--- src/saturn_rom.hex ---
// Firmware ROM image, four hex nibbles per line.
// Line n holds addresses 4n to 4n+3, from address 0 up to 63.
0 1 2 3
4 5 6 7
8 9 A B
C D E F
3 A 7 F
0 C 5 9
E 1 B 4
8 2 D 6
F 0 A 3
9 7 C 1
5 E 2 B
6 D 8 4
1 F 3 9
A 0 E 7
2 C 5 D
B 8 4 6

--- src/logic/saturn_pkg.sv ---
package saturn_pkg;

    // Commands understood on the nibble bus.
    // Only pointer load and pointer read are modelled.
    typedef enum logic [3:0] {
        CMD_PC_READ = 4'd2,
        CMD_LOAD_PC = 4'd4
    } bus_cmd_e;

    // One bus nibble seen two ways.
    // Is-data low means a command.
    // Is-data high means a plain data nibble.
    typedef union packed {
        bus_cmd_e   cmd;
        logic [3:0] data;
    } bus_nibble_u;

    // Firmware ROM geometry.
    localparam int ROM_ADDR_W = 20;
    localparam int ROM_DEPTH = 256;
    localparam string ROM_FILE = "/design/src/saturn_rom.hex";

    // Address loaded into the ROM pointer after reset.
    localparam logic [ROM_ADDR_W-1:0] START_ADDR = 20'd16;

    // Nibbles read and printed in one run.
    localparam logic [9:0] READ_COUNT = 10'd40;

    // Address nibbles following a load-pointer command.
    localparam int ADDR_NIBBLES = 5;

    // Bus controller states.
    // Send the load-pointer command.
    localparam logic [2:0] ST_LOAD_CMD = 3'd0;
    // Send the address with the low nibble first.
    localparam logic [2:0] ST_LOAD_ADDR = 3'd1;
    // Switch the ROM to pointer reads.
    localparam logic [2:0] ST_READ_CMD = 3'd2;
    // Read transfers, one per bus cycle.
    localparam logic [2:0] ST_READ = 3'd3;
    // Last nibble handed over and waiting for the newline.
    localparam logic [2:0] ST_WAIT_DONE = 3'd4;
    // Run complete.
    localparam logic [2:0] ST_HALT = 3'd5;

endpackage

--- src/logic/saturn_bus.sv ---
`timescale 1ns/1ns

module saturn_bus import saturn_pkg::*; (
    input  logic        i_clk,
    input  logic        i_clk_en,
    input  logic        i_reset,
    input  logic        i_serial_busy,
    output logic        o_halt,
    output logic [1:0]  o_phase,
    output logic [31:0] o_cycle_ctr,
    output logic [7:0]  o_char_to_send,
    output logic [9:0]  o_char_counter,
    output logic        o_char_valid,
    output logic        o_char_send
);

    // One-hot bus phase and its binary form.
    logic [3:0]  phases;
    logic [1:0]  phase;
    logic [31:0] cycle_ctr;
    logic        phase_adv;

    // Nibble bus between controller and ROM.
    logic        bus_strobe;
    logic        bus_is_data;
    bus_nibble_u bus_nibble_out;
    logic [3:0]  rom_nibble;

    // Controller to printer link.
    logic        prn_put;
    logic [3:0]  prn_nibble;
    logic        prn_last;
    logic        prn_full;
    logic        prn_done;

    logic        debug_stall;
    logic        ctrl_halt;

    // Phases move only when enabled and the printer keeps up.
    assign phase_adv = i_clk_en && !debug_stall;

    // One-hot to binary.
    always_comb begin
        phase = 2'd0;
        if (phases[1]) phase = 2'd1;
        if (phases[2]) phase = 2'd2;
        if (phases[3]) phase = 2'd3;
    end

    always_ff @(posedge i_clk) begin
        if (i_reset) begin
            phases    <= 4'b0001;
            cycle_ctr <= 32'd0;
        end else if (phase_adv) begin
            phases <= {phases[2:0], phases[3]};
            // Phase 3 wraps to 0 and starts a new bus cycle.
            if (phases[3]) cycle_ctr <= cycle_ctr + 32'd1;
        end
    end

    assign o_phase     = phase;
    assign o_cycle_ctr = cycle_ctr;
    assign o_halt      = ctrl_halt;

    // Firmware ROM.
    saturn_rom rom (
        .i_clk        (i_clk),
        .i_clk_en     (i_clk_en),
        .i_reset      (i_reset),
        .i_phase      (phase),
        .i_bus_strobe (bus_strobe),
        .i_bus_is_data(bus_is_data),
        .i_bus_nibble (bus_nibble_out),
        .o_bus_nibble (rom_nibble)
    );

    // Stands in for the CPU.
    saturn_bus_controller bus_controller (
        .i_clk        (i_clk),
        .i_clk_en     (i_clk_en),
        .i_reset      (i_reset),
        .i_phase      (phase),
        .i_bus_nibble (rom_nibble),
        .i_prn_full   (prn_full),
        .i_prn_done   (prn_done),
        .o_bus_strobe (bus_strobe),
        .o_bus_is_data(bus_is_data),
        .o_bus_nibble (bus_nibble_out),
        .o_prn_put    (prn_put),
        .o_prn_nibble (prn_nibble),
        .o_prn_last   (prn_last),
        .o_debug_stall(debug_stall),
        .o_halt       (ctrl_halt)
    );

    // Hex dump to the serial port.
    saturn_debug_printer debug_printer (
        .i_clk         (i_clk),
        .i_reset       (i_reset),
        .i_put         (prn_put),
        .i_nibble      (prn_nibble),
        .i_last        (prn_last),
        .i_serial_busy (i_serial_busy),
        .o_full        (prn_full),
        .o_done        (prn_done),
        .o_char_to_send(o_char_to_send),
        .o_char_valid  (o_char_valid),
        .o_char_send   (o_char_send),
        .o_char_counter(o_char_counter)
    );

endmodule

--- src/logic/saturn_bus_controller.sv ---
`timescale 1ns/1ns

module saturn_bus_controller import saturn_pkg::*; (
    input  logic        i_clk,
    input  logic        i_clk_en,
    input  logic        i_reset,
    input  logic [1:0]  i_phase,
    input  logic [3:0]  i_bus_nibble,
    input  logic        i_prn_full,
    input  logic        i_prn_done,
    output logic        o_bus_strobe,
    output logic        o_bus_is_data,
    output bus_nibble_u o_bus_nibble,
    output logic        o_prn_put,
    output logic [3:0]  o_prn_nibble,
    output logic        o_prn_last,
    output logic        o_debug_stall,
    output logic        o_halt
);

    logic [2:0] state;
    logic [2:0] addr_idx;
    logic [9:0] read_cnt;

    // One-nibble holding register toward the printer.
    logic [3:0] hold_nibble;
    logic       hold_last;
    logic       hold_valid;

    logic       on_bus;
    logic       xfer;
    logic       last_read;

    // Printer still busy with the previous character.
    assign o_debug_stall = hold_valid && i_prn_full;

    // Hand over as soon as the printer has room.
    assign o_prn_put    = hold_valid && !i_prn_full;
    assign o_prn_nibble = hold_nibble;
    assign o_prn_last   = hold_last;

    assign o_halt = (state == ST_HALT);

    assign last_read = (read_cnt == READ_COUNT - 10'd1);

    // States that own a bus transfer.
    assign on_bus = (state == ST_LOAD_CMD) || (state == ST_LOAD_ADDR) ||
                    (state == ST_READ_CMD) || (state == ST_READ);

    // Strobe only in phase 1 and never while stalled.
    assign o_bus_strobe = on_bus && (i_phase == 2'd1) && !o_debug_stall;
    assign xfer         = o_bus_strobe && i_clk_en;

    // Bus nibble per state.
    always_comb begin
        o_bus_is_data     = 1'b0;
        o_bus_nibble.data = 4'h0;
        case (state)
            ST_LOAD_CMD: begin
                o_bus_nibble.cmd = CMD_LOAD_PC;
            end
            ST_LOAD_ADDR: begin
                o_bus_is_data     = 1'b1;
                o_bus_nibble.data = START_ADDR[{addr_idx, 2'b00} +: 4];
            end
            ST_READ_CMD: begin
                o_bus_nibble.cmd = CMD_PC_READ;
            end
            ST_READ: begin
                // ROM drives the data.
                o_bus_is_data = 1'b1;
            end
            default: ;
        endcase
    end

    // Transaction FSM.
    always_ff @(posedge i_clk) begin
        if (i_reset) begin
            state      <= ST_LOAD_CMD;
            addr_idx   <= 3'd0;
            read_cnt   <= 10'd0;
            hold_valid <= 1'b0;
        end else begin
            if (o_prn_put) hold_valid <= 1'b0;
            case (state)
                ST_LOAD_CMD: begin
                    if (xfer) begin
                        state    <= ST_LOAD_ADDR;
                        addr_idx <= 3'd0;
                    end
                end
                ST_LOAD_ADDR: begin
                    if (xfer) begin
                        addr_idx <= addr_idx + 3'd1;
                        if (addr_idx == 3'(ADDR_NIBBLES - 1)) state <= ST_READ_CMD;
                    end
                end
                ST_READ_CMD: begin
                    if (xfer) begin
                        state    <= ST_READ;
                        read_cnt <= 10'd0;
                    end
                end
                ST_READ: begin
                    if (xfer) begin
                        // Refill wins over the handover on the same clock.
                        hold_valid <= 1'b1;
                        read_cnt   <= read_cnt + 10'd1;
                        if (last_read) state <= ST_WAIT_DONE;
                    end
                end
                ST_WAIT_DONE: begin
                    // Newline has gone out.
                    if (i_prn_done) state <= ST_HALT;
                end
                ST_HALT: ;
                default: state <= ST_LOAD_CMD;
            endcase
        end
    end

    // Capture the read nibble.
    always_ff @(posedge i_clk) begin
        if (state == ST_READ && xfer) begin
            hold_nibble <= i_bus_nibble;
            hold_last   <= last_read;
        end
    end

endmodule

--- src/logic/saturn_debug_printer.sv ---
`timescale 1ns/1ns

module saturn_debug_printer (
    input  logic       i_clk,
    input  logic       i_reset,
    input  logic       i_put,
    input  logic [3:0] i_nibble,
    input  logic       i_last,
    input  logic       i_serial_busy,
    output logic       o_full,
    output logic       o_done,
    output logic [7:0] o_char_to_send,
    output logic       o_char_valid,
    output logic       o_char_send,
    output logic [9:0] o_char_counter
);

    logic [7:0] char_q;
    logic       char_valid;
    logic       nl_pending;
    logic       nl_active;
    logic       done_q;
    logic [9:0] char_ctr;
    logic [7:0] hex_ascii;
    logic       send;

    // Nibble to '0'..'9' or 'A'..'F'.
    always_comb begin
        if (i_nibble < 4'd10) hex_ascii = {4'h3, i_nibble};
        else hex_ascii = 8'h37 + {4'h0, i_nibble};
    end

    // Send on the first free clock.
    assign send = char_valid && !i_serial_busy;

    always_ff @(posedge i_clk) begin
        if (i_reset) begin
            char_valid <= 1'b0;
            nl_pending <= 1'b0;
            nl_active  <= 1'b0;
            done_q     <= 1'b0;
            char_ctr   <= 10'd0;
        end else begin
            done_q <= 1'b0;
            if (send) char_ctr <= char_ctr + 10'd1;
            if (i_put) begin
                char_valid <= 1'b1;
                nl_pending <= i_last;
                nl_active  <= 1'b0;
            end else if (send) begin
                if (nl_pending) begin
                    // Newline follows the last digit.
                    nl_pending <= 1'b0;
                    nl_active  <= 1'b1;
                end else begin
                    char_valid <= 1'b0;
                    nl_active  <= 1'b0;
                    done_q     <= nl_active;
                end
            end
        end
    end

    // Character buffer.
    always_ff @(posedge i_clk) begin
        if (i_put) char_q <= hex_ascii;
        else if (send && nl_pending) char_q <= 8'h0a;
    end

    assign o_full         = char_valid;
    assign o_done         = done_q;
    assign o_char_to_send = char_q;
    assign o_char_valid   = char_valid;
    assign o_char_send    = send;
    assign o_char_counter = char_ctr;

endmodule

--- src/logic/saturn_rom.sv ---
`timescale 1ns/1ns

module saturn_rom import saturn_pkg::*; (
    input  logic        i_clk,
    input  logic        i_clk_en,
    input  logic        i_reset,
    input  logic [1:0]  i_phase,
    input  logic        i_bus_strobe,
    input  logic        i_bus_is_data,
    input  bus_nibble_u i_bus_nibble,
    output logic [3:0]  o_bus_nibble
);

    // Firmware image, one nibble per word.
    logic [3:0] mem [ROM_DEPTH];

    // Address pointer and access mode.
    logic [ROM_ADDR_W-1:0] pointer;
    logic                  load_mode;
    logic                  read_mode;
    logic [2:0]            addr_cnt;
    logic                  xfer;

    initial begin
        $readmemh(ROM_FILE, mem);
    end

    // Transfer slot.
    // Strobe in phase 1 on an enabled clock.
    assign xfer = i_bus_strobe && (i_phase == 2'd1) && i_clk_en;

    // Nibble at the pointer with no latency.
    // Upper pointer bits wrap onto the image.
    assign o_bus_nibble = read_mode ? mem[pointer[$clog2(ROM_DEPTH)-1:0]] : 4'h0;

    always_ff @(posedge i_clk) begin
        if (i_reset) begin
            pointer   <= '0;
            load_mode <= 1'b0;
            read_mode <= 1'b0;
            addr_cnt  <= 3'd0;
        end else if (xfer) begin
            if (!i_bus_is_data) begin
                // Command nibble.
                case (i_bus_nibble.cmd)
                    CMD_LOAD_PC: begin
                        load_mode <= 1'b1;
                        read_mode <= 1'b0;
                        addr_cnt  <= 3'd0;
                    end
                    CMD_PC_READ: begin
                        load_mode <= 1'b0;
                        read_mode <= 1'b1;
                    end
                    // Anything else leaves the mode alone.
                    default: ;
                endcase
            end else if (load_mode) begin
                // Address nibble, least significant first.
                pointer[{addr_cnt, 2'b00} +: 4] <= i_bus_nibble.data;
                addr_cnt <= addr_cnt + 3'd1;
                if (addr_cnt == 3'(ADDR_NIBBLES - 1)) begin
                    load_mode <= 1'b0;
                end
            end else if (read_mode) begin
                // Controller took the nibble so step on.
                pointer <= pointer + 1'b1;
            end
        end
    end

endmodule

--- config.mk ---
export PLATFORM = sky130hd
export DESIGN_NAME = saturn_bus
export DESIGN_NICKNAME = d
export VERILOG_FILES = /design/src/logic/saturn_pkg.sv /design/src/logic/saturn_bus.sv /design/src/logic/saturn_bus_controller.sv /design/src/logic/saturn_debug_printer.sv /design/src/logic/saturn_rom.sv
export SDC_FILE = /design/constraint.sdc
export NUM_CORES = 1
export LEC_CHECK = 0
export BUFFER_PORTS_ARGS = -buffer_cell sky130_fd_sc_hd__buf_2
export CAP_MARGIN = 10
export CORE_MARGIN = 8
export CORE_UTILIZATION = 58
export CTS_BUF_LIST = sky130_fd_sc_hd__clkbuf_8
export CTS_CLUSTER_DIAMETER = 120
export DETAILED_ROUTE_END_ITERATION = 6
export GPL_TIMING_DRIVEN = 0
export PLACE_DENSITY = 0.85
export SLEW_MARGIN = 20
export SYNTH_ARGS = -nofsm -noshare
export SYNTH_HDL_FRONTEND = slang
export SYNTH_SLANG_ARGS = --single-unit
--- constraint.sdc ---
create_clock -name i_clk -period 2.7 [get_ports i_clk]
set_input_delay 0.54 -clock i_clk [delete_from_list [all_inputs] [get_ports i_clk]]
set_output_delay 0.54 -clock i_clk [all_outputs]
set_load 0.005 [all_outputs]
==> reports/metrics.cfg, run 1 <==
[status]
outcome=completed

[synthesis]
yosys-top-cells-count=dfxtp_1 (67), nand2_1 (39), a21oi_1 (35)
async_flop_share=0
synth-edff-count=3
synth_most_common_cell=dfxtp_1
yosys_most_used_dff=dfxtp_1
synth_cell_type_count=50
synth_top_area_frac=0.3999
synth_area_leader_cell=dfxtp_1
synth_cells=391
synth_area_sq_um=3354
ys_seq_elements=70
avgSynthCellArea_sq_um=8.579
synth.area.top_cells=dfxtp_1 (40%), a21oi_1 (5.2%), nand2_1 (4.4%), xor2_1 (3.4%), nand3_1 (3.3%)
yosysSeqAreaShare=0.4267
ys_warn_count=0

[setup_path]
worstPathArrival_ps=1780
critPathMaxStageDelay_ps=410
cp.depth=4
cp-endpoint=o_halt
critPathLaunchType=register
crit_buf_inv=3
path_class=reg -> out
end_kind=primary output
rrSetupSlack_ps=440
crit_family=buffers and inverters
crit_chain=clkbuf_1 > buf_1 > and3_1 > buf_2
critPathMaxFanout=10
critPathSlowestCell=buf_1
regToRegEndpoint=o_cycle_ctr[26]$_SDFFE_PP0P_
worstReg2RegStart=o_cycle_ctr[8]$_SDFFE_PP0P_
critPathLaunch=bus_controller.state[0]$_SDFFE_PP0P_
reg2regPathDepth=6
required_ps=2160

[clocking]
cts_buffer_depth=2
cts_resized=0
postCtsSetupRepairBufs=0
clock_latency_ps=340
cts.hold.buffers_added=0
h-tree-depth=3
cts_root_buffer=clkbuf_8
cts_tree=yes
clk_pin_slew_worst_paths_ps=70
cts_sinks=70
cts_buffers=9

[place]
dp.cells=520
portBuffers=54
finalWeightedCongestion=0.8236
dp_hpwl_mm=5.842

[timing]
finalSetupViolCount=0
finalCriticalPeriod_ps=2318
rsz0062_at_grt=no
clock_skew_ps=8.075
worst_slew_pin_slew_ps=535.1
tns_ps=0
fmax_ghz=0.4313
relSlewSlack=0.6433
period_share=0.8587
whs_ps=471.7
slew_viol_final=0
hold_violations=0

[floorplanning]
num_rows=27
start_util=0.6055
die-area_sq_um=8473
die_height_microns=92.05
die_w_microns=92.05
io_pins=59
core_area_sq_um=5540

[detailed_routing]
drt_wl_total_mm=8.011
drt_iter0_markers=188
vias=3087
drc=0
vias_per_cell=5.759
antenna_left=0
routedWlPerCell_microns=14.95
drt_pass1_iterations=5

[grt]
antenna_found_initial=0
grt_pass1_vias=2973
grt_max_degree=12
grt_use_total=0.1921
grt-ovfl-total=0
grt_pass1_wl_mm=13.46

[cells_and_area]
final_util=0.7148
nets=468
n_antenna_cell=0
final_cells=536
drive_above_1_share=0.1897
area_delta_synth_final_pct=18.05

[power]
leakage_nw=1.591
vdd_drop_max_uv=423.6
powerDensity_nw_per_um2=524.8

[job]
drv_cap=0

[min_path]
hp-class=reg -> reg

-- cells in the final DEF (no fill, tap or decap), types with 12 or more instances in the layout --
cell,Yosys,final
a21oi_1,35,35
buf_2,1,55
clkbuf_1,12,12
clkbuf_8,0,12
dfxtp_1,67,67
inv_1,14,15
nand2_1,39,39
nand3_1,22,22
nand4_1,12,12
nor2_1,26,26
or3_1,13,13
or4_1,13,13
xor2_1,13,13
-- report_power, final --
group	internal, mW	switching, mW	total [mW]
combinational	0.0206	0.0447	0.0653
clock	0.591	0.376	0.967
sequential	1.04	0.00344	1.05
total	1.65	0.424	2.08
-- sequential cells by signal, summed over array words and instances, names as in the netlist, 2 cells and up --
signal / cells
bus_controller.state: 3
debug_printer.o_char_counter: 10
phases: 4
bus_controller.read_cnt: 10
debug_printer.o_char_to_send: 2
o_cycle_ctr: 32
bus_controller.addr_idx: 3
-- stage by stage --
stage | setup slack, ps | total power [mW] | area (sq um)
3_5_place_dp | 378.6 | 1.134 | 3726
3_3_place_gp | 443.7 | 1.132 | 3726
2_1_floorplan | 665.3 | 1.112 | 3366
4_1_cts | 371.9 | 2.097 | 3960
6_report | 381.6 | 2.078 | 3960
5_1_grt | 220.3 | 2.156 | 3960
-- layout make-up --
type | instances | area, sq um
multi-input cells | 286 | 1760
fillers | 450 | 1580
flip-flops and latches | 70 | 1431
repair buffers | 54 | 270.3
clock buffers | 12 | 165.2
plain buffers | 23 | 117.6
well taps | 72 | 90.09
clock inverters | 4 | 68.82
inverters | 15 | 56.30
-- cell families (layout without fill, tap and decap cells) --
family                   count (synthesis)  in the layout  share of synthesized area
flip-flops                              70             70                     0.4267
adder cells (fa/ha/maj)                  5              5                    0.01865
AO/OA/AOI/OAI                           71             71                     0.1220
XOR/XNOR                                15             15                    0.03917
buffers and inverters                   38            108                    0.05184
AND/OR/NAND/NOR                        180            180                     0.3040
other                                    1              4                   0.001118
multiplexers                            11             11                    0.03655
-- how the worst min path moves through the flow --
stage | start | to | slack (ps) | depth (start not counted)
floorplan | phases[0]$_SDFFE_PP1P_ | phases[1]$_SDFFE_PP0P_ | 430 | 2
global placement | phases[0]$_SDFFE_PP1P_ | phases[1]$_SDFFE_PP0P_ | 440 | 2
detailed placement | phases[0]$_SDFFE_PP1P_ | phases[0]$_SDFFE_PP1P_ | 460 | 2
CTS | phases[0]$_SDFFE_PP1P_ | phases[1]$_SDFFE_PP0P_ | 470 | 2
global route | phases[0]$_SDFFE_PP1P_ | phases[1]$_SDFFE_PP0P_ | 490 | 2
finish | phases[0]$_SDFFE_PP1P_ | phases[1]$_SDFFE_PP0P_ | 470 | 2
-- worst register-to-register path, delay by kind of cell, from the launching register on --
family        cells  cell delay, ps
mux               1             350
flops             1             430
buf+inv           2             350
simple gates      3            1010
-- per-layer routing --
metal	global-route usage	wire, microns
met2	0.3248	3855
met5	0	0
met3	0.05134	505
met1	0.2172	3469
met4	0.09933	181
No activity file was read; power rests on OpenSTA's default activity.
==> inputs of run 2 (changes only) <==
--- a/config.mk
+++ b/config.mk
@@ -5,9 +5,10 @@
 export SDC_FILE = /design/constraint.sdc
 export NUM_CORES = 1
 export LEC_CHECK = 0
+export ABC_AREA = 1
 export BUFFER_PORTS_ARGS = -buffer_cell sky130_fd_sc_hd__buf_2
 export CAP_MARGIN = 10
-export CORE_MARGIN = 8
+export CORE_MARGIN = 2
 export CORE_UTILIZATION = 58
 export CTS_BUF_LIST = sky130_fd_sc_hd__clkbuf_8
 export CTS_CLUSTER_DIAMETER = 120
==> reports/metrics.cfg, run 2 <==
[place]
finalWeightedCongestion=0.9113  ; +11%
dp_hpwl_mm=5.935  ; +1.6%
place_ws_ps=913.8  ; +535.1 ps
portBuffers=54  ; unchanged

[synthesis]
async_flop_share=0  ; unchanged
synth_area_leader_cell=dfxtp_1
synth.area.top_cells=dfxtp_1 (37%), nand2_1 (11%), inv_1 (7.3%), nor2_1 (7.0%), a21oi_1 (5.4%)
synth_cells=515  ; +32%
yosys-top-cells-count=nand2_1 (108), inv_1 (70), dfxtp_1 (67), nor2_1 (67), a21oi_1 (39)
yosysSeqAreaShare=0.3968  ; -0.02990
synth-edff-count=3  ; unchanged
ys_seq_elements=70  ; unchanged
synth_most_common_cell=nand2_1
synth_top_area_frac=0.3718  ; -0.02802
avgSynthCellArea_sq_um=7.004  ; -18%
synth_cell_type_count=38  ; -24%
yosys_most_used_dff=dfxtp_1
ys_warn_count=0  ; unchanged
synth_area_sq_um=3607  ; +7.5%

[timing]
finalSetupViolCount=0  ; unchanged
finalCriticalPeriod_ps=1911  ; -407.6 ps
fin_ws_ps=789.2  ; +407.6 ps
tns_ps=0  ; unchanged
slew_viol_final=0  ; unchanged
worst_slew_pin_slew_ps=615.0  ; +79.94 ps
clock_skew_ps=10.33  ; +2.260 ps
hold_violations=0  ; unchanged
relSlewSlack=0.5900  ; -0.05329
rsz0062_at_grt=no
fmax_ghz=0.5233  ; +21%
period_share=0.7077  ; -0.1510

[grt]
grt-busiest-layer=met2
gr-usage-met3=0.04573  ; -0.005619
grt_max_degree=12  ; unchanged
grt-ovfl-total=0  ; unchanged
globalRouteMet1Util=0.2861  ; +0.06887
grt_pass1_wl_mm=13.68  ; +1.7%
antenna_found_initial=0  ; unchanged
grt_use_total=0.2403  ; +0.04820
grt_pass1_vias=3079  ; +3.6%
use_met2=0.4340  ; +0.1092

[power]
power.net_switching_mw=0.5552  ; +31%
switching_share=0.2691  ; +0.06502
powerDensity_nw_per_um2=496.6  ; -5.4%
seq_power_share=0.529  ; +0.026
combinationalPowerShare=0.108  ; +0.077
leakage_nw=1.845  ; +16%
vdd_drop_max_uv=301.0  ; -29%
pwr-share-clk=0.363  ; -0.102
p_int_mw=1.508  ; -8.9%

[floorplanning]
start_util=0.6057  ; about the same
num_rows=28  ; +3.7%
die_height_microns=82.86  ; -10%
die_w_microns=82.86  ; -10%
core_area_sq_um=5956  ; +7.5%
die-area_sq_um=6866  ; -19%
io_pins=59  ; unchanged

[detailed_routing]
drt_wl_total_mm=8.024  ; +0.16%
drc=0  ; unchanged
antenna_left=0  ; unchanged
drt_pass1_iterations=4  ; -1
routedWlPerCell_microns=12.10  ; -19%
vias_per_cell=5.118  ; -11%
drt_iter0_markers=190  ; +1.1%
vias=3393  ; +9.9%

[clocking]
clock_latency_ps=340  ; about the same
cts_sinks=70  ; unchanged
h-tree-depth=3  ; unchanged
cts_root_buffer=clkbuf_8
postCtsSetupRepairBufs=0  ; unchanged
cts_buffers=9  ; unchanged
cts_resized=0  ; unchanged
cts.hold.buffers_added=0  ; unchanged
clk_pin_slew_worst_paths_ps=70  ; about the same
cts_tree=yes
cts_buffer_depth=2  ; unchanged

[setup_path]
critPathLaunchType=register
critPathMaxFanout=10  ; unchanged
required_ps=2160  ; about the same
path_class=reg -> out
end_kind=primary output
worstPathArrival_ps=1370  ; -410 ps

[cells_and_area]
final_cell_mix=nand2_1 (108), inv_1 (74), nor2_1 (67), dfxtp_1 (67), buf_2 (55)
fillCellCount=517  ; +15%
n_antenna_cell=0  ; unchanged
final_common_cell=nand2_1
drive_above_1_share=0.1837  ; -0.005982
largest_reg_flops=32  ; unchanged
regArea_sq_um=1431  ; unchanged
area_delta_synth_final_pct=15.16
nets=592  ; +26%
multi_input_area_sq_um=1829  ; +3.9%

[status]
outcome=completed

[min_path]
hp-class=in -> reg

[job]
drv_cap=0  ; unchanged

[run 2: changes by cell type in the layout (fill, tap and decap cells not counted), sizes merged, moves of 16 or more]
| cell | before | now |
|---|---|---|
| inv | 15 | 78 |
| nand2 | 39 | 114 |
| nand3 | 22 | 38 |
| nor2 | 26 | 80 |
| nor3 | 1 | 21 |
[run 2: cell type report]
class | instances | area share
Buffer | 14 | 0.01928
Clock buffer | 11 | 0.03645
Clock inverter | 5 | 0.004819
Inverter | 74 | 0.06687
Multi-Input combinational cell | 360 | 0.4404
Sequential cell | 70 | 0.3446
Tap cell | 75 | 0.02259
Timing Repair Buffer | 54 | 0.06506
[run 2: critical path, stage by stage (launching register included)]
cell and delay (ps):
dfxtp_1 410, nand2_1 150, buf_2 210, inv_1 120, buf_2 130
[run 2: power by group through the flow]
stage	logic [mW]	clock network (mW)	registers, mW
after floorplan	0.175	0	1.11
after global placement	0.214	0	1.11
after detailed placement	0.220	0	1.11
after CTS	0.221	0.756	1.09
after global routing	0.255	0.807	1.09
final	0.223	0.749	1.09
[run 2: worst paths after layout]
check | start | to | slack, ps | cells past startpoint
hold / removal | i_reset | debug_printer.nl_pending$_SDFFE_PP0P_ | 450 | 2
setup / recovery | debug_printer.o_char_valid$_SDFFE_PP0P_ | o_char_send | 790 | 4
hold reg to reg | phases[0]$_SDFFE_PP1P_ | phases[0]$_SDFFE_PP1P_ | 460 | 2
setup reg to reg | o_cycle_ctr[0]$_SDFFE_PP0P_ | o_cycle_ctr[24]$_SDFFE_PP0P_ | 1020 | 10
[run 2: cell families (layout without fill, tap and decap cells)]
family | Yosys count | after routing | share of synthesized area
other | 1 | 4 | 0.001040
AOI/OAI and AO/OA | 72 | 72 | 0.1054
adders and majority gates | 5 | 5 | 0.01734
buffers and inverters | 88 | 158 | 0.09920
DFF | 70 | 70 | 0.3968
xor gates and xnor gates | 8 | 8 | 0.01942
and+or+nand+nor | 271 | 271 | 0.3607
[run 2: routing by layer]
metal  wire length (microns)  vias to the layer above
met5                       0                        -
met4                     106                        0
met3                     333                       10
met2                    3972                       79
met1                    3612                     1535
li1                        -                     1769
[run 2: stage by stage]
stage / cell area (sq um) / power [mW] / util / hold slack [ps] / cells
2_1_floorplan: 3618 / 1.282 / - / 420.3 / 518
3_3_place_gp: 3983 / 1.326 / 0.6687 / 433.1 / 647
3_5_place_dp: 3983 / 1.334 / 0.6687 / 441.3 / 647
4_1_cts: 4154 / 2.068 / 0.6975 / 444.7 / 663
5_1_grt: 4154 / 2.157 / 0.6975 / 462.5 / 663
6_report: 4154 / 2.063 / 0.6975 / 448.2 / 663
==> inputs of run 3 (changes only) <==
--- a/config.mk
+++ b/config.mk
@@ -9,12 +9,12 @@
 export BUFFER_PORTS_ARGS = -buffer_cell sky130_fd_sc_hd__buf_2
 export CAP_MARGIN = 10
 export CORE_MARGIN = 2
-export CORE_UTILIZATION = 58
+export CORE_UTILIZATION = 53
 export CTS_BUF_LIST = sky130_fd_sc_hd__clkbuf_8
 export CTS_CLUSTER_DIAMETER = 120
 export DETAILED_ROUTE_END_ITERATION = 6
 export GPL_TIMING_DRIVEN = 0
-export PLACE_DENSITY = 0.85
+export PLACE_DENSITY = 0.82
 export SLEW_MARGIN = 20
 export SYNTH_ARGS = -nofsm -noshare
 export SYNTH_HDL_FRONTEND = slang
==> constraint.sdc (replaced) <==
create_clock -name i_clk -period 1.6 [get_ports i_clk]
set_input_delay 0.32 -clock i_clk [delete_from_list [all_inputs] [get_ports i_clk]]
set_output_delay 0.32 -clock i_clk [all_outputs]
set_load 0.005 [all_outputs]
==> reports/metrics.cfg, run 3 (synthesis gave the netlist of run 2 again) <==
[setup_path]
critPathMaxFanout=10  ; unchanged
worstPathArrival_ps=1210  ; -160 ps
critPathLaunchType=register
reg2regPathDepth=10  ; unchanged
rrSetupSlack_ps=90  ; -930 ps
end_kind=primary output
worstReg2RegStart=o_cycle_ctr[0]$_SDFFE_PP0P_
path_class=reg -> out
cp-endpoint=o_char_send
required_ps=1280  ; -880 ps
regToRegEndpoint=o_cycle_ctr[30]$_SDFFE_PP0P_
critPathLaunch=debug_printer.o_char_valid$_SDFFE_PP0P_

[detailed_routing]
drc=0  ; unchanged
drt_pass1_iterations=4  ; unchanged
vias=3531  ; +4.1%
vias_per_cell=5.239  ; +2.4%
antenna_left=0  ; unchanged
drt_wl_total_mm=8.648  ; +7.8%
drt_iter0_markers=266  ; +40%
routedWlPerCell_microns=12.83  ; +6.0%

[timing]
tns_ps=0  ; unchanged
clock_skew_ps=10.08  ; -0.2500 ps
worst_slew_pin_slew_ps=656.7  ; +41.69 ps
hold_violations=0  ; unchanged
slew_viol_final=0  ; unchanged
whs_ps=246.2  ; -202.0 ps
relSlewSlack=0.5622  ; -0.02780
finalCriticalPeriod_ps=1531
fmax_ghz=0.6533
finalSetupViolCount=0  ; unchanged
period_share=0.9566

[power]
leakage_nw=1.961  ; +6.3%
powerDensity_nw_per_um2=931.5  ; +88%
total_power_mw=4.108  ; +99%
vdd_drop_max_uv=553.5  ; +84%

[floorplanning]
die_w_microns=86.50  ; +4.4%
start_util=0.5399  ; -0.06578
die_height_microns=86.50  ; +4.4%
num_rows=30  ; +7.1%
io_pins=59  ; unchanged
die-area_sq_um=7482  ; +9.0%
core_area_sq_um=6681  ; +12%

[cells_and_area]
largest_reg_flops=32  ; unchanged
nets=598  ; +1.0%
drive_above_1_share=0.2256  ; +0.04192
final_area_sq_um=4410  ; +6.2%
fillCellCount=555  ; +7.4%
final_cell_mix=nand2_1 (107), inv_1 (70), nor2_1 (65)
final_cells=674  ; +1.7%
n_antenna_cell=0  ; unchanged
area_delta_synth_final_pct=22.27
final_common_cell=nand2_1
multi_input_area_sq_um=1918  ; +4.9%
regArea_sq_um=1448  ; +1.1%

[clocking]
clk_pin_slew_worst_paths_ps=80  ; about the same
h-tree-depth=3  ; unchanged
cts.hold.buffers_added=0  ; unchanged
cts_root_buffer=clkbuf_8
cts_sinks=70  ; unchanged
cts_tree=yes
clock_latency_ps=350  ; about the same
cts_buffers=9  ; unchanged
cts_buffer_depth=2  ; unchanged

[grt]
grt_pass1_wl_mm=14.15  ; +3.4%
antenna_found_initial=0  ; unchanged
grt_max_degree=13  ; +1
grt-ovfl-total=0  ; unchanged
grt_use_total=0.2382  ; -0.002146
grt_pass1_vias=3205  ; +4.1%

[place]
dp_hpwl_mm=5.982  ; +0.78%
postPlaceCellArea_sq_um=3989  ; +0.16%
dp.cells=652  ; +0.77%
portBuffers=54  ; unchanged
finalWeightedCongestion=0.8845  ; -2.9%

[status]
outcome=completed

[min_path]
hold_depth=2  ; unchanged
hp-class=in -> reg

[job]
drv_cap=0  ; unchanged

-- run 3: critical path, stage by stage (launching register included) --
cell	delay [ps]
dfxtp_4	400
nand2_2	110
buf_6	150
inv_2	80
buf_2	120
-- run 3: area by class of cell --
cell class	instances	share of cell area
plain buffers	14	0.02043
clock buffers	9	0.02809
clock inverters	7	0.03121
inverters	74	0.06298
multi-input cells	360	0.4349
flip-flops and latches	70	0.3282
well taps	80	0.02270
repair buffers	60	0.07149
-- run 3: where the power goes --
group | total (mW) | leakage, nW | switching [mW] | internal (mW)
Combinational | 0.395 | 1.26 | 0.262 | 0.134
Clock | 1.88 | 0.135 | 0.690 | 1.19
Sequential | 1.83 | 0.570 | 0.0463 | 1.79
-- run 3: how the worst min path moves through the flow --
stage	start	endpoint	slack [ps]
floorplan	i_reset	debug_printer.nl_pending$_SDFFE_PP0P_	410
global placement	phases[0]$_SDFFE_PP1P_	phases[0]$_SDFFE_PP1P_	430
detailed placement	phases[0]$_SDFFE_PP1P_	phases[0]$_SDFFE_PP1P_	440
CTS	i_reset	debug_printer.nl_pending$_SDFFE_PP0P_	250
global route	i_reset	debug_printer.nl_pending$_SDFFE_PP0P_	260
finish	i_reset	debug_printer.nl_pending$_SDFFE_PP0P_	250
-- run 3: per-stage QoR --
step | util | setup slack [ps]
finish | 0.6601 | 69.36
detailed placement | 0.5970 | -78.14
global placement | 0.5970 | -32.45
floorplan | - | 116.6
CTS | 0.6386 | 0.3666
global route | 0.6601 | -40.88
-- run 3: repair_timing --
action	CTS	global route
pin swaps	1	5
setup buffers	0	6
gates resized for setup	8	25
setup endpoints to repair	8	22
-- run 3: per-layer routing --
| metal | track usage | share of wire | up-vias |
|---|---|---|---|
| met1 | 0.2798 | 0.42 | 1606 |
| met2 | 0.4196 | 0.50 | 111 |
| met4 | 0.09233 | 0.027 | 0 |
| li1 | - | - | 1789 |
| met5 | 0 | 0 | - |
| met3 | 0.05524 | 0.049 | 25 |
